$ cat config.mk
export PLATFORM = sky130hd
export DESIGN_NAME = dma_backend
export DESIGN_NICKNAME = d
export VERILOG_FILES = /design/src/dma_pkg.sv /design/src/dma_burst_if.sv /design/src/dma_fifo.sv /design/src/dma_req_queue.sv /design/src/dma_burst_splitter.sv /design/src/dma_data_mover.sv /design/src/dma_backend.sv
export SDC_FILE = /design/constraint.sdc
export NUM_CORES = 1
export LEC_CHECK = 0
export ABC_CLOCK_PERIOD_IN_PS = 14100
export BUFFER_PORTS_ARGS = -buffer_cell sky130_fd_sc_hd__buf_2
export CAP_MARGIN = 25
export CORE_UTILIZATION = 40
export CTS_BUF_LIST = sky130_fd_sc_hd__clkbuf_8
export DETAILED_ROUTE_END_ITERATION = 7
export PLACE_DENSITY = 0.67
export SLEW_MARGIN = 20
export SYNTH_ARGS = -nofsm -noshare
export SYNTH_HDL_FRONTEND = slang
export SYNTH_SLANG_ARGS = --single-unit
export TNS_END_PERCENT = 30
$ cat constraint.sdc
create_clock -name clk_i -period 14.1 [get_ports clk_i]
set_input_delay 2.115 -clock clk_i [delete_from_list [all_inputs] [get_ports clk_i]]
set_output_delay 2.115 -clock clk_i [all_outputs]
set_load 0.005 [all_outputs]
$ cat src/dma_pkg.sv
// widths, limits, word/address types, copy request and burst command structs
`default_nettype none

package dma_pkg;

  // ----------------------------------------------------------------------
  // widths and limits
  // ----------------------------------------------------------------------
  localparam int unsigned AddrWidth     = 32;
  localparam int unsigned DataWidth     = 32;
  // word aligned only, low two address bits stay zero
  localparam int unsigned WordBytes     = 4;
  localparam int unsigned LenWidth      = 16;
  // bus len field holds beats minus one
  localparam int unsigned BurstLenWidth = 4;
  localparam int unsigned MaxBurstBeats = 16;
  // no burst may cross this boundary
  localparam int unsigned PageBytes     = 4096;

  // buffer depths
  localparam int unsigned ReqFifoDepth  = 4;
  localparam int unsigned CmdFifoDepth  = 4;
  localparam int unsigned DataFifoDepth = 4;

  // ----------------------------------------------------------------------
  // types
  // ----------------------------------------------------------------------
  typedef logic [AddrWidth-1:0]     addr_t;
  typedef logic [DataWidth-1:0]     data_t;
  typedef logic [LenWidth-1:0]      len_t;
  typedef logic [BurstLenWidth-1:0] blen_t;

  // one 1D copy, length in words
  typedef struct packed {
    addr_t src;
    addr_t dst;
    len_t  num_words;
    logic  serialize;
  } copy_req_t;

  // one bus burst, last marks the final burst of a copy
  typedef struct packed {
    addr_t addr;
    blen_t len;
    logic  last;
  } burst_cmd_t;

endpackage

`default_nettype wire

$ cat src/dma_burst_if.sv
// burst command interface between splitter and data mover, with src/dst modports
`timescale 1ns/1ps
`default_nettype none

interface dma_burst_if;

  // handshake
  logic           valid;
  logic           ready;

  // payload, held stable while valid waits for ready
  dma_pkg::addr_t rd_addr;
  dma_pkg::addr_t wr_addr;
  // same len for read and write burst, both sides word aligned
  dma_pkg::blen_t len;
  // final burst of the copy
  logic           last;

  // splitter side
  modport src (output valid, rd_addr, wr_addr, len, last, input ready);

  // mover side
  modport dst (input valid, rd_addr, wr_addr, len, last, output ready);

endinterface

`default_nettype wire

$ cat src/dma_fifo.sv
// circular buffer FIFO with type parameter, head item output and full/empty flags
`timescale 1ns/1ps
`default_nettype none

module dma_fifo #(
  parameter type         item_t = logic,
  parameter int unsigned Depth  = 4
) (
  input  wire logic  clk_i,
  input  wire logic  rst_ni,
  input  wire logic  push_i,
  input  wire item_t item_i,
  input  wire logic  pop_i,
  output item_t      item_o,
  output logic       full_o,
  output logic       empty_o
);

  typedef logic [$clog2(Depth)-1:0]   ptr_t;
  typedef logic [$clog2(Depth+1)-1:0] cnt_t;

  // storage
  item_t mem_q [Depth];
  ptr_t  wr_ptr_q;
  ptr_t  rd_ptr_q;
  cnt_t  cnt_q;

  always_ff @(posedge clk_i) begin
    if (push_i) begin
      mem_q[wr_ptr_q] <= item_i;
    end
  end

  // pointers wrap at Depth, count tracks fill level
  always_ff @(posedge clk_i or negedge rst_ni) begin
    if (!rst_ni) begin
      wr_ptr_q <= '0;
      rd_ptr_q <= '0;
      cnt_q    <= '0;
    end else begin
      if (push_i) begin
        wr_ptr_q <= (wr_ptr_q == ptr_t'(Depth - 1)) ? '0 : wr_ptr_q + 1'b1;
      end
      if (pop_i) begin
        rd_ptr_q <= (rd_ptr_q == ptr_t'(Depth - 1)) ? '0 : rd_ptr_q + 1'b1;
      end
      cnt_q <= cnt_q + cnt_t'(push_i) - cnt_t'(pop_i);
    end
  end

  // head item always visible
  assign item_o  = mem_q[rd_ptr_q];
  assign full_o  = (cnt_q == cnt_t'(Depth));
  assign empty_o = (cnt_q == '0);

  // the user must respect the flags
  a_no_overflow : assert property (@(posedge clk_i) disable iff (!rst_ni) push_i |-> !full_o);
  a_no_underflow : assert property (@(posedge clk_i) disable iff (!rst_ni) pop_i |-> !empty_o);

endmodule

`default_nettype wire

$ cat src/dma_req_queue.sv
// request FIFO with serialize gating, in-flight tracking and zero-length discard
`timescale 1ns/1ps
`default_nettype none

module dma_req_queue (
  input  wire logic               clk_i,
  input  wire logic               rst_ni,
  input  wire dma_pkg::copy_req_t req_i,
  input  wire logic               valid_i,
  output logic                    ready_o,
  output dma_pkg::copy_req_t      req_o,
  output logic                    req_valid_o,
  input  wire logic               req_ready_i,
  input  wire logic               trans_done_i,
  output logic                    busy_o
);

  // at most one copy in the splitter plus one per b command entry
  typedef logic [$clog2(dma_pkg::CmdFifoDepth + 2)-1:0] cnt_t;

  dma_pkg::copy_req_t head;
  logic               fifo_full;
  logic               fifo_empty;
  logic               fifo_pop;
  logic               head_zero;
  logic               head_gate;
  logic               hand_off;
  cnt_t               in_flight_q;

  dma_fifo #(
    .item_t(dma_pkg::copy_req_t),
    .Depth (dma_pkg::ReqFifoDepth)
  ) i_req_fifo (
    .clk_i  (clk_i),
    .rst_ni (rst_ni),
    .push_i (valid_i && ready_o),
    .item_i (req_i),
    .pop_i  (fifo_pop),
    .item_o (head),
    .full_o (fifo_full),
    .empty_o(fifo_empty)
  );

  assign ready_o = !fifo_full;

  // ----------------------------------------------------------------------
  // head gating
  // ----------------------------------------------------------------------
  assign head_zero = (head.num_words == '0);
  // serialized copy waits for an empty pipe, retiring copy counts as gone
  assign head_gate = !head.serialize || (in_flight_q == '0) ||
                     ((in_flight_q == cnt_t'(1)) && trans_done_i);

  assign req_o       = head;
  assign req_valid_o = !fifo_empty && !head_zero && head_gate;
  assign hand_off    = req_valid_o && req_ready_i;
  // zero length heads are dropped without hand-off
  assign fifo_pop    = hand_off || (!fifo_empty && head_zero);

  // copies between hand-off and completion
  always_ff @(posedge clk_i or negedge rst_ni) begin
    if (!rst_ni) begin
      in_flight_q <= '0;
    end else begin
      in_flight_q <= in_flight_q + cnt_t'(hand_off) - cnt_t'(trans_done_i);
    end
  end

  assign busy_o = !fifo_empty || (in_flight_q != '0);

  // completion only ever retires a copy that was handed off
  a_done_has_owner : assert property (@(posedge clk_i) disable iff (!rst_ni)
    trans_done_i |-> (in_flight_q != '0));

endmodule

`default_nettype wire

$ cat src/dma_burst_splitter.sv
// burst splitter: cuts copy requests into bursts of at most 16 beats within a page
`timescale 1ns/1ps
`default_nettype none

module dma_burst_splitter (
  input  wire logic               clk_i,
  input  wire logic               rst_ni,
  input  wire dma_pkg::copy_req_t req_i,
  input  wire logic               req_valid_i,
  output logic                    req_ready_o,
  dma_burst_if.src                burst,
  output logic                    busy_o
);

  // current copy
  logic           active_q;
  dma_pkg::addr_t src_q;
  dma_pkg::addr_t dst_q;
  dma_pkg::len_t  rem_q;

  // next burst
  dma_pkg::addr_t src_room;
  dma_pkg::addr_t dst_room;
  dma_pkg::addr_t beats_w;
  dma_pkg::addr_t step;
  dma_pkg::len_t  beats;
  logic           req_hs;
  logic           burst_hs;
  logic           last_burst;

  // ----------------------------------------------------------------------
  // burst size
  // ----------------------------------------------------------------------
  // words left before the next page boundary
  assign src_room = (dma_pkg::addr_t'(dma_pkg::PageBytes) -
                     (src_q & dma_pkg::addr_t'(dma_pkg::PageBytes - 1))) /
                    dma_pkg::addr_t'(dma_pkg::WordBytes);
  assign dst_room = (dma_pkg::addr_t'(dma_pkg::PageBytes) -
                     (dst_q & dma_pkg::addr_t'(dma_pkg::PageBytes - 1))) /
                    dma_pkg::addr_t'(dma_pkg::WordBytes);

  // least of remaining, max burst and both page limits
  always_comb begin
    beats_w = dma_pkg::addr_t'(dma_pkg::MaxBurstBeats);
    if (dma_pkg::addr_t'(rem_q) < beats_w) begin
      beats_w = dma_pkg::addr_t'(rem_q);
    end
    if (src_room < beats_w) begin
      beats_w = src_room;
    end
    if (dst_room < beats_w) begin
      beats_w = dst_room;
    end
  end

  assign beats      = dma_pkg::len_t'(beats_w);
  assign step       = beats_w * dma_pkg::addr_t'(dma_pkg::WordBytes);
  assign last_burst = (rem_q == beats);

  // ----------------------------------------------------------------------
  // burst output
  // ----------------------------------------------------------------------
  assign burst.valid   = active_q;
  assign burst.rd_addr = src_q;
  assign burst.wr_addr = dst_q;
  assign burst.len     = dma_pkg::blen_t'(beats - dma_pkg::len_t'(1));
  assign burst.last    = last_burst;

  assign burst_hs    = burst.valid && burst.ready;
  // new copy only once the current one is fully cut
  assign req_ready_o = !active_q;
  assign req_hs      = req_valid_i && req_ready_o;

  always_ff @(posedge clk_i or negedge rst_ni) begin
    if (!rst_ni) begin
      active_q <= 1'b0;
    end else if (req_hs) begin
      active_q <= 1'b1;
    end else if (burst_hs && last_burst) begin
      active_q <= 1'b0;
    end
  end

  // addresses and remainder advance per burst
  always_ff @(posedge clk_i) begin
    if (req_hs) begin
      src_q <= req_i.src;
      dst_q <= req_i.dst;
      rem_q <= req_i.num_words;
    end else if (burst_hs) begin
      src_q <= src_q + step;
      dst_q <= dst_q + step;
      rem_q <= rem_q - beats;
    end
  end

  assign busy_o = active_q;

endmodule

`default_nettype wire

$ cat src/dma_data_mover.sv
// data mover: ar/aw issue, r to w data buffering, w beat count, b completion
`timescale 1ns/1ps
`default_nettype none

module dma_data_mover (
  input  wire logic           clk_i,
  input  wire logic           rst_ni,
  dma_burst_if.dst            burst,
  output logic                ar_valid_o,
  input  wire logic           ar_ready_i,
  output dma_pkg::addr_t      ar_addr_o,
  output dma_pkg::blen_t      ar_len_o,
  input  wire logic           r_valid_i,
  output logic                r_ready_o,
  input  wire dma_pkg::data_t r_data_i,
  input  wire logic           r_last_i,
  output logic                aw_valid_o,
  input  wire logic           aw_ready_i,
  output dma_pkg::addr_t      aw_addr_o,
  output dma_pkg::blen_t      aw_len_o,
  output logic                w_valid_o,
  input  wire logic           w_ready_i,
  output dma_pkg::data_t      w_data_o,
  output logic                w_last_o,
  input  wire logic           b_valid_i,
  output logic                b_ready_o,
  output logic                trans_done_o,
  output logic                busy_o
);

  // command slots: 0 ar, 1 aw, 2 w beat count, 3 b last flag
  dma_pkg::burst_cmd_t cmd_rd;
  dma_pkg::burst_cmd_t cmd_wr;
  dma_pkg::burst_cmd_t cmd_head [4];
  logic [3:0]          cmd_pop;
  logic [3:0]          cmd_full;
  logic [3:0]          cmd_empty;
  logic                cmd_push;

  logic                data_full;
  logic                data_empty;
  logic                ar_issued_q;
  dma_pkg::blen_t      r_cnt_q;
  dma_pkg::blen_t      w_cnt_q;
  logic                trans_done_q;
  logic                r_hs;
  logic                r_final;
  logic                w_hs;

  // ----------------------------------------------------------------------
  // command FIFOs
  // ----------------------------------------------------------------------
  assign cmd_rd = '{addr: burst.rd_addr, len: burst.len, last: burst.last};
  assign cmd_wr = '{addr: burst.wr_addr, len: burst.len, last: burst.last};
  // every burst goes into all four at once
  assign burst.ready = !(|cmd_full);
  assign cmd_push    = burst.valid && burst.ready;

  for (genvar g = 0; g < 4; g++) begin : gen_cmd_fifo
    dma_fifo #(
      .item_t(dma_pkg::burst_cmd_t),
      .Depth (dma_pkg::CmdFifoDepth)
    ) i_cmd_fifo (
      .clk_i  (clk_i),
      .rst_ni (rst_ni),
      .push_i (cmd_push),
      .item_i ((g == 0) ? cmd_rd : cmd_wr),
      .pop_i  (cmd_pop[g]),
      .item_o (cmd_head[g]),
      .full_o (cmd_full[g]),
      .empty_o(cmd_empty[g])
    );
  end

  // ----------------------------------------------------------------------
  // read side
  // ----------------------------------------------------------------------
  // ar head stays until its last r beat, one read burst outstanding
  assign ar_valid_o = !cmd_empty[0] && !ar_issued_q;
  assign ar_addr_o  = cmd_head[0].addr;
  assign ar_len_o   = cmd_head[0].len;

  assign r_ready_o  = !data_full;
  assign r_hs       = r_valid_i && r_ready_o;
  assign r_final    = (r_cnt_q == cmd_head[0].len);
  assign cmd_pop[0] = r_hs && r_final;

  dma_fifo #(
    .item_t(dma_pkg::data_t),
    .Depth (dma_pkg::DataFifoDepth)
  ) i_data_fifo (
    .clk_i  (clk_i),
    .rst_ni (rst_ni),
    .push_i (r_hs),
    .item_i (r_data_i),
    .pop_i  (w_hs),
    .item_o (w_data_o),
    .full_o (data_full),
    .empty_o(data_empty)
  );

  // ----------------------------------------------------------------------
  // write side
  // ----------------------------------------------------------------------
  assign aw_valid_o = !cmd_empty[1];
  assign aw_addr_o  = cmd_head[1].addr;
  assign aw_len_o   = cmd_head[1].len;
  assign cmd_pop[1] = aw_valid_o && aw_ready_i;

  // w beats counted against the head w command
  assign w_valid_o  = !data_empty && !cmd_empty[2];
  assign w_last_o   = (w_cnt_q == cmd_head[2].len);
  assign w_hs       = w_valid_o && w_ready_i;
  assign cmd_pop[2] = w_hs && w_last_o;

  // one b per burst, always accepted
  assign b_ready_o  = 1'b1;
  assign cmd_pop[3] = b_valid_i && b_ready_o;

  always_ff @(posedge clk_i or negedge rst_ni) begin
    if (!rst_ni) begin
      ar_issued_q  <= 1'b0;
      r_cnt_q      <= '0;
      w_cnt_q      <= '0;
      trans_done_q <= 1'b0;
    end else begin
      if (ar_valid_o && ar_ready_i) begin
        ar_issued_q <= 1'b1;
      end else if (cmd_pop[0]) begin
        ar_issued_q <= 1'b0;
      end
      if (r_hs) begin
        r_cnt_q <= r_final ? '0 : r_cnt_q + 1'b1;
      end
      if (w_hs) begin
        w_cnt_q <= w_last_o ? '0 : w_cnt_q + 1'b1;
      end
      // pulse the cycle after the b of the final burst
      trans_done_q <= cmd_pop[3] && cmd_head[3].last;
    end
  end

  assign trans_done_o = trans_done_q;
  assign busy_o       = !(&cmd_empty) || !data_empty;

  // memory must close each read burst on the requested beat
  a_r_last_match : assert property (@(posedge clk_i) disable iff (!rst_ni)
    r_hs |-> (r_last_i == r_final));

endmodule

`default_nettype wire

$ cat src/dma_backend.sv
// DMA copy backend top: request packing, queue, splitter, data mover, idle flag
`timescale 1ns/1ps
`default_nettype none

module dma_backend (
  input  wire logic           clk_i,
  input  wire logic           rst_ni,
  // copy request
  input  wire dma_pkg::addr_t src_i,
  input  wire dma_pkg::addr_t dst_i,
  input  wire dma_pkg::len_t  num_words_i,
  input  wire logic           serialize_i,
  input  wire logic           valid_i,
  output logic                ready_o,
  // status
  output logic                idle_o,
  output logic                trans_complete_o,
  // burst memory bus
  output logic                ar_valid_o,
  input  wire logic           ar_ready_i,
  output dma_pkg::addr_t      ar_addr_o,
  output dma_pkg::blen_t      ar_len_o,
  input  wire logic           r_valid_i,
  output logic                r_ready_o,
  input  wire dma_pkg::data_t r_data_i,
  input  wire logic           r_last_i,
  output logic                aw_valid_o,
  input  wire logic           aw_ready_i,
  output dma_pkg::addr_t      aw_addr_o,
  output dma_pkg::blen_t      aw_len_o,
  output logic                w_valid_o,
  input  wire logic           w_ready_i,
  output dma_pkg::data_t      w_data_o,
  output logic                w_last_o,
  input  wire logic           b_valid_i,
  output logic                b_ready_o
);

  dma_pkg::copy_req_t req_in;
  dma_pkg::copy_req_t req_split;
  logic               req_valid;
  logic               req_ready;
  logic               trans_done;
  logic               queue_busy;
  logic               split_busy;
  logic               mover_busy;

  dma_burst_if burst_if ();

  assign req_in = '{src: src_i, dst: dst_i, num_words: num_words_i, serialize: serialize_i};

  //----------------------------------------------------------------------
  // input side
  //----------------------------------------------------------------------
  dma_req_queue i_req_queue (
    .clk_i       (clk_i),
    .rst_ni      (rst_ni),
    .req_i       (req_in),
    .valid_i     (valid_i),
    .ready_o     (ready_o),
    .req_o       (req_split),
    .req_valid_o (req_valid),
    .req_ready_i (req_ready),
    .trans_done_i(trans_done),
    .busy_o      (queue_busy)
  );

  dma_burst_splitter i_burst_splitter (
    .clk_i      (clk_i),
    .rst_ni     (rst_ni),
    .req_i      (req_split),
    .req_valid_i(req_valid),
    .req_ready_o(req_ready),
    .burst      (burst_if),
    .busy_o     (split_busy)
  );

  //----------------------------------------------------------------------
  // output side
  //----------------------------------------------------------------------
  dma_data_mover i_data_mover (
    .clk_i       (clk_i),
    .rst_ni      (rst_ni),
    .burst       (burst_if),
    .ar_valid_o  (ar_valid_o),
    .ar_ready_i  (ar_ready_i),
    .ar_addr_o   (ar_addr_o),
    .ar_len_o    (ar_len_o),
    .r_valid_i   (r_valid_i),
    .r_ready_o   (r_ready_o),
    .r_data_i    (r_data_i),
    .r_last_i    (r_last_i),
    .aw_valid_o  (aw_valid_o),
    .aw_ready_i  (aw_ready_i),
    .aw_addr_o   (aw_addr_o),
    .aw_len_o    (aw_len_o),
    .w_valid_o   (w_valid_o),
    .w_ready_i   (w_ready_i),
    .w_data_o    (w_data_o),
    .w_last_o    (w_last_o),
    .b_valid_i   (b_valid_i),
    .b_ready_o   (b_ready_o),
    .trans_done_o(trans_done),
    .busy_o      (mover_busy)
  );

  // completion goes back to the queue and out
  assign trans_complete_o = trans_done;
  assign idle_o           = !(queue_busy || split_busy || mover_busy);

endmodule

`default_nettype wire

# ---- Word-level counts from Yosys, hierarchy flattened
# Memory sizes are Yosys's and may differ from the RTL's.
# Index checks and enable logic that the tools add are counted.
dict set report totals {
  output_inout_bits 113
  in_bits 122
  mem_count 6
  regBits 136
  mem_bits_rw 1044
  elab_cells 177
}
# name words word_bits read_ports rd_ports_with_merged_regs wr line_no
set memory_table {}
lappend memory_table {i_req_queue.i_req_fifo.mem_q 4 81 1 0 1 dma_fifo.sv:23} ;# item_t mem_q [Depth];
lappend memory_table {{i_data_mover.gen_cmd_fifo[0].i_cmd_fifo.mem_q} 4 37 1 0 1 dma_fifo.sv:23}
lappend memory_table {{i_data_mover.gen_cmd_fifo[1].i_cmd_fifo.mem_q} 4 37 1 0 1 dma_fifo.sv:23}
lappend memory_table {{i_data_mover.gen_cmd_fifo[2].i_cmd_fifo.mem_q} 4 37 1 0 1 dma_fifo.sv:23}
lappend memory_table {{i_data_mover.gen_cmd_fifo[3].i_cmd_fifo.mem_q} 4 37 1 0 1 dma_fifo.sv:23}
lappend memory_table {i_data_mover.i_data_fifo.mem_q 4 32 1 0 1 dma_fifo.sv:23}
dict set report op_classes {
  add_sub_neg 34
  reduce_logical 52
  muxes 33
  magnitude_cmp 3
  n_eq_ne 22
}
# operator n
set ops {}
lappend ops {{32-bit 2-to-1 mux} 4}
lappend ops {{32-bit adder} 2}
lappend ops {{30-bit by 32-bit < comparator with 1-bit output} 2}
lappend ops {{30-bit 2-to-1 mux} 2}
lappend ops {{16-bit 2-to-1 mux} 3}
lappend ops {{13-bit by 12-bit subtractor with 14-bit output, first input constant} 2}
lappend ops {{2-bit by 1-bit adder with 2-bit output, second input constant} 12}
lappend ops {{2-bit == test, second input constant} 12}
lappend ops {{2-bit 2-to-1 mux} 12}
lappend ops {{3-bit by 1-bit adder with 3-bit output} 7}
lappend ops {{3-bit logical NOT} 7}
lappend ops {{3-bit by 1-bit subtractor with 3-bit output} 7}
lappend ops {{3-bit == test, second input constant} 6}
lappend ops {{1-bit logical AND} 17}
lappend ops {{16-bit == test} 1}
lappend ops {{16-bit logical NOT} 1}
lappend ops {{16-bit by 5-bit < comparator with 1-bit output, second input constant} 1}
lappend ops {{16-bit subtractor} 1}
lappend ops {{1-bit logical NOT} 14}
lappend ops {{1-bit 2-to-1 mux} 10}
lappend ops {{4-bit by 1-bit adder with 4-bit output, second input constant} 2}
lappend ops {{4-bit == test} 2}
lappend ops {{4-bit 2-to-1 mux} 2}
lappend ops {{1-bit logical OR} 7}
lappend ops {{6 further kinds} 8}

# ---- Longest topological paths before layout
dict set report logic_depth {
  depth_word 10
  ltp_mapped 37
  mapped_depth_nobuf 33
}

# ---- Modules after synthesis
# From an unflattened synthesis, not the netlist that was laid out.
dict set report hier_totals {
  hier_cells 2482
  hier_area_um2 48328.9
}
# mod area_each_um2 cells_per_inst seq_area_each_um2 instances
set modules_own_cells {}
lappend modules_own_cells {{dma_fifo (i_data_mover.gen_cmd_fifo[0].i_cmd_fifo ...)} 5741.8 229 4619.4 4}
lappend modules_own_cells {{dma_fifo (i_req_queue.i_req_fifo)} 12104.1 459 9904.5 1}
lappend modules_own_cells {dma_burst_splitter 7277.0 805 2427.3 1}
lappend modules_own_cells {{dma_fifo (i_data_mover.i_data_fifo)} 5077.4 204 4018.9 1}
lappend modules_own_cells {dma_data_mover 630.6 71 250.2 1}
lappend modules_own_cells {dma_req_queue 262.8 26 75.1 1}
lappend modules_own_cells {dma_backend 10.0 1 0.0 1}

# ---- Worst setup path before layout
# OpenSTA, ideal clock, no wires.
dict set report synth_timing {
  path_kind {reg-to-reg}
  from {reg i_burst_splitter.src_q[0] (netlist: i_burst_splitter.burst.rd_addr[0])}
  to {reg i_burst_splitter.dst_q[28] (netlist: i_burst_splitter.burst.wr_addr[28]) (data pin)}
  t_arrival_ns 7.419
  path_buffers 4
  stages_incl_launch_ff 33
  required_time_ns 13.839
  setup_time_ns 0.261
  synth_period_minus_slack_ns 7.680
  path_slack_ns 6.420
  path_cell_list {edfxtp_1 > or3_4 > or4_1 > nor3_2 > nand2b_1 > o31a_1 > nor2_1 > ha_1 > a2111oi_0 > o21ai_0 > o21ai_1 > and2_4 > clkbuf_1 > nand2_1 > ha_1 > a21o_1 > a211oi_1 > nand2_1 > nor2_1 > o221ai_2 > and2_1 > buf_6 > buf_12 > mux2_4 > ha_1 > nor4_1 > a311oi_1 > o21a_1 > o41a_1 > a31oi_1 > buf_2 > nor4_1 > a311o_1}
}
dict set report synth_via {
  elab_chain_cells 8
}
# item line_no
set synth_lines {}
lappend synth_lines {{start: declaration} dma_burst_splitter.sv:17} ;# dma_pkg::addr_t src_q;
lappend synth_lines {{start signal: assignment} dma_burst_splitter.sv:87} ;# src_q <= req_i.src;
lappend synth_lines {{start signal: assignment} dma_burst_splitter.sv:91} ;# src_q <= src_q + step;
lappend synth_lines {{13-bit by 12-bit subtractor with 14-bit output *} dma_burst_splitter.sv:35} ;# assign src_room = (dma_pkg::addr_t'(dma_pkg::PageBytes) -
lappend synth_lines {{30-bit by 32-bit < comparator with 1-bit output} dma_burst_splitter.sv:48} ;# if (src_room < beats_w) begin
lappend synth_lines {{30-bit 2-to-1 mux *} dma_burst_splitter.sv:48}
lappend synth_lines {{30-bit by 32-bit < comparator with 1-bit output} dma_burst_splitter.sv:51} ;# if (dst_room < beats_w) begin
lappend synth_lines {{30-bit 2-to-1 mux *} dma_burst_splitter.sv:51}
lappend synth_lines {{32-bit adder *} dma_burst_splitter.sv:92} ;# dst_q <= dst_q + step;
lappend synth_lines {{32-bit 2-to-1 mux *} dma_burst_splitter.sv:90} ;# end else if (burst_hs) begin
lappend synth_lines {{32-bit 2-to-1 mux *} dma_burst_splitter.sv:86} ;# if (req_hs) begin
lappend synth_lines {{end signal: assignment} dma_burst_splitter.sv:88} ;# dst_q <= req_i.dst;
lappend synth_lines {{end signal: assignment} dma_burst_splitter.sv:92}
lappend synth_lines {{end: declaration} dma_burst_splitter.sv:18} ;# dma_pkg::addr_t dst_q;
# Mark *: on every way between the ends. The rest lies on a longest branch, timed or not. The select of a mux whose other input is x is not followed.
# A chain may end at the register's enable or synchronous reset.

# ---- Final worst setup path
dict set report layout_timing {
  from {reg i_burst_splitter.src_q[1] (netlist: i_burst_splitter.burst.rd_addr[1])}
  to {reg i_burst_splitter.src_q[30] (netlist: i_burst_splitter.burst.rd_addr[30]) (data pin)}
}
dict set report layout_via {
  elab_chain_cells 8
}
# item line_no
set layout_lines {}
lappend layout_lines {{13-bit by 12-bit subtractor with 14-bit output} dma_burst_splitter.sv:35}
lappend layout_lines {{30-bit by 32-bit < comparator with 1-bit output} dma_burst_splitter.sv:48}
lappend layout_lines {{30-bit 2-to-1 mux} dma_burst_splitter.sv:48}
lappend layout_lines {{30-bit by 32-bit < comparator with 1-bit output} dma_burst_splitter.sv:51}
lappend layout_lines {{30-bit 2-to-1 mux} dma_burst_splitter.sv:51}
lappend layout_lines {{32-bit adder *} dma_burst_splitter.sv:91}
lappend layout_lines {{32-bit 2-to-1 mux *} dma_burst_splitter.sv:90}
lappend layout_lines {{32-bit 2-to-1 mux *} dma_burst_splitter.sv:86}
# Marked as above.

==> results_dict.tcl <==
set metrics [dict create \
    fin_util_pct 46.36 \
    hold_violations 0 \
    ant_nets 0 \
    ir_drop_mv 0.1477 \
    critical-path-slowest-cell "edfxtp_1" \
    antenna_found_initial 21 \
    synth.yosys.warnings 0 \
    ctsResizeCount 0 \
    gp_congestion 0.8498 \
    cts_tree "done" \
    cp_slowest_stage_delay_ps 530 \
    placed_area_um2 40530 \
    cp_max_fo 23 \
    cts_sinks 896 \
    grt_max_degree 72 \
    htreeDepth 4 \
    critPathRequiredTime_ps 14730 \
    final_cell_mix "edfxtp_1, buf_2, mux4_2" \
    grt_pass1_vias 20830 \
    max_freq_mhz 111.2 \
    arrival_ps 9630 \
    drc 0 \
    min_path_type "flip-flop to flip-flop" \
    cts_hold_buf 0 \
    final_cells 3853 \
    area_delta_synth_final_pct 14.68 \
    vias 20000 \
    whs_ps 518.3 \
    io_pins 235 \
    crit_family "compound AO/OA/AOI/OAI gates" \
    pwr_density_cell_nw_per_um2 268.0 \
    layout_commonest_cell "edfxtp_1" \
    synthFlopType "edfxtp_1" \
    setup_viol 0 \
    post_cts_buffers 0 \
    rsz0062_at_grt "false" \
    start_util_pct 40.42 \
    tightest_slew_ps 1020 \
    synth_seq_cells 896 \
    core_um2 93470 \
    num-fill-cells 7989 \
    drv_slew 0 \
    die-area_um2 95690 \
    post-dp-hpwl_um 53110 \
    die_w_um 309.3 \
    grt_pass1_wl_um 122600 \
    wl_um 79840 \
    endpoint "i_burst_splitter.burst.rd_addr[30]$_DFFE_PP_" \
    drt-vias-per-instance 5.191 \
    ff2ff_path_depth 30 \
    nNetsFinal 2717 \
    grt.total_usage_pct 16.91 \
    syn_area_um2 37780 \
    r2r_start "i_burst_splitter.burst.rd_addr[1]$_DFFE_PP_" \
    period_share_pct 63.81 \
    cp-start-kind "flip-flop" \
    multiInputGateArea_um2 10650 \
    wl_per_cell_um 20.72 \
    power_leakage_nw 15.15 \
    tns_ps 0 \
    cts_inserted_buffers 149 \
    cts_buffer_depth 3 \
    rows 112 \
    rr_endpoint "i_burst_splitter.burst.rd_addr[30]$_DFFE_PP_" \
    avgSynthCellArea_um2 17.82 \
    async_flop_share_pct 6.250 \
    worst-path-stages 30 \
    port_buffers 232 \
    synth.distinct_cells 77 \
    crit_start "i_burst_splitter.burst.rd_addr[1]$_DFFE_PP_" \
    r2r_slack_ps 5100 \
    synth_enable_flop_cells 840 \
    die_height_um 309.3 \
    max-slew-margin-rel_pct 32.02 \
    fin_worst_skew_ps 40.14 \
    path_clk_slew_ps 60 \
    clock_latency_ps 810 \
    dr.pass1.iters 8 \
    ys_seq_area_share_pct 70.47 \
    crit_path_end_kind "flip-flop" \
    path_buf_inv 1 \
    cap_violations 0 \
    regArea_um2 26640 \
    syn_inst 2120 \
    initialDrtViolationCount 1442 \
    status "complete, no violations" \
    worstSetupPathType "flip-flop to flip-flop" \
    final_area_um2 43330 \
    overflow 0 \
    timing.final.crit_period_ps 8997 \
    place_inst 3578 \
    cts_root_buf "clkbuf_8" \
    drive_above_1_share_pct 27.07 \
]
[sequential cells by signal, summed over array words and instances, names as in the netlist, 8 cells and up]
name and flops:
i_burst_splitter.burst.rd_addr 32, i_burst_splitter.burst.wr_addr 32, i_burst_splitter.rem_q 16, i_data_mover.gen_cmd_fifo.i_cmd_fifo.cnt_q 12, i_data_mover.gen_cmd_fifo.i_cmd_fifo.mem_q 308, i_data_mover.gen_cmd_fifo.i_cmd_fifo.rd_ptr_q 8, i_data_mover.gen_cmd_fifo.i_cmd_fifo.wr_ptr_q 8, i_data_mover.i_data_fifo.mem_q 128
i_req_queue.i_req_fifo.mem_q 324
[power by group]
| group | switching (mW) | total [mW] | internal [mW] |
|---|---|---|---|
| logic | 2.74 | 4.74 | 2.00 |
| registers | 0.448 | 4.74 | 4.29 |
| clock network | 1.04 | 2.13 | 1.09 |
| total | 4.23 | 11.6 | 7.39 |
[per-stage QoR]
stage | worst slack (ps) | power (mW)
floorplan | 6420 | 8.011
global placement | 4972 | 9.378
detailed placement | 4913 | 9.595
CTS | 4840 | 11.77
global route | 4239 | 12.43
finish | 5103 | 11.61
[metal layers]
layer | share of wire [%] | global-route usage, %
met1 | 43 | 21.96
met4 | 1.9 | 5.526
met5 | 0.25 | 0
met2 | 48 | 27.11
met3 | 6.8 | 5.164
[final cells by class]
class	instances	area share, %
Timing Repair Buffer	261	3.223
Clock inverter	117	1.580
Tap cell	1254	3.621
Antenna cell	6	0.03465
Multi-Input combinational cell	1090	24.57
Clock buffer	152	4.828
Inverter	77	0.6671
Sequential cell	896	61.48
[cells by family after synthesis]
family / Yosys count / share of synthesized area, %
xor+xnor: 78 / 1.858
other cells: 2 / 0.01988
fa+ha+maj: 120 / 4.173
flops: 896 / 70.47
mux: 224 / 12.37
compound gates: 260 / 4.299
simple gates: 389 / 5.169
buf+inv: 151 / 1.646
[cells in the mapped netlist (all sizes together), types with 7 or more instances]
cell	count	share of area, %
edfxtp	840	67
mux4	190	11
ha	110	3.6
nand2	106	1.1
o21ai	93	1.2
nor2	90	0.89
inv	76	0.76
a21oi	63	0.83
dfrtp	56	3.7
xor2	40	0.93
clkbuf	39	0.39
xnor2	38	0.93
buf	35	0.49
and2	34	0.58
mux2	24	0.77
nor3	24	0.34
nand3	23	0.30
and3	22	0.36
a31oi	21	0.35
or3	21	0.36
a21o	17	0.36
nor4	15	0.30
nand2b	13	0.22
nand4	12	0.20
fa	10	0.53
mux2i	10	0.26
nor2b	8	0.13
o31ai	7	0.14
[worst min-delay path by stage]
stage	slack, ps	cells after the start	start	end
floorplan	460	1	i_data_mover.gen_cmd_fifo[1].i_cmd_fifo.cnt_q[2]$_DFF_PN0_	i_data_mover.gen_cmd_fifo[1].i_cmd_fifo.cnt_q[2]$_DFF_PN0_
global placement	480	1	i_data_mover.gen_cmd_fifo[1].i_cmd_fifo.cnt_q[2]$_DFF_PN0_	i_data_mover.gen_cmd_fifo[1].i_cmd_fifo.cnt_q[2]$_DFF_PN0_
detailed placement	500	1	i_data_mover.gen_cmd_fifo[1].i_cmd_fifo.cnt_q[2]$_DFF_PN0_	i_data_mover.gen_cmd_fifo[1].i_cmd_fifo.cnt_q[2]$_DFF_PN0_
CTS	520	1	i_data_mover.gen_cmd_fifo[1].i_cmd_fifo.cnt_q[2]$_DFF_PN0_	i_data_mover.gen_cmd_fifo[1].i_cmd_fifo.cnt_q[2]$_DFF_PN0_
global route	540	1	i_data_mover.gen_cmd_fifo[1].i_cmd_fifo.cnt_q[2]$_DFF_PN0_	i_data_mover.gen_cmd_fifo[1].i_cmd_fifo.cnt_q[2]$_DFF_PN0_
finish	520	1	i_data_mover.gen_cmd_fifo[1].i_cmd_fifo.cnt_q[2]$_DFF_PN0_	i_data_mover.gen_cmd_fifo[1].i_cmd_fifo.cnt_q[2]$_DFF_PN0_
No activity file was read; power rests on OpenSTA's default activity.
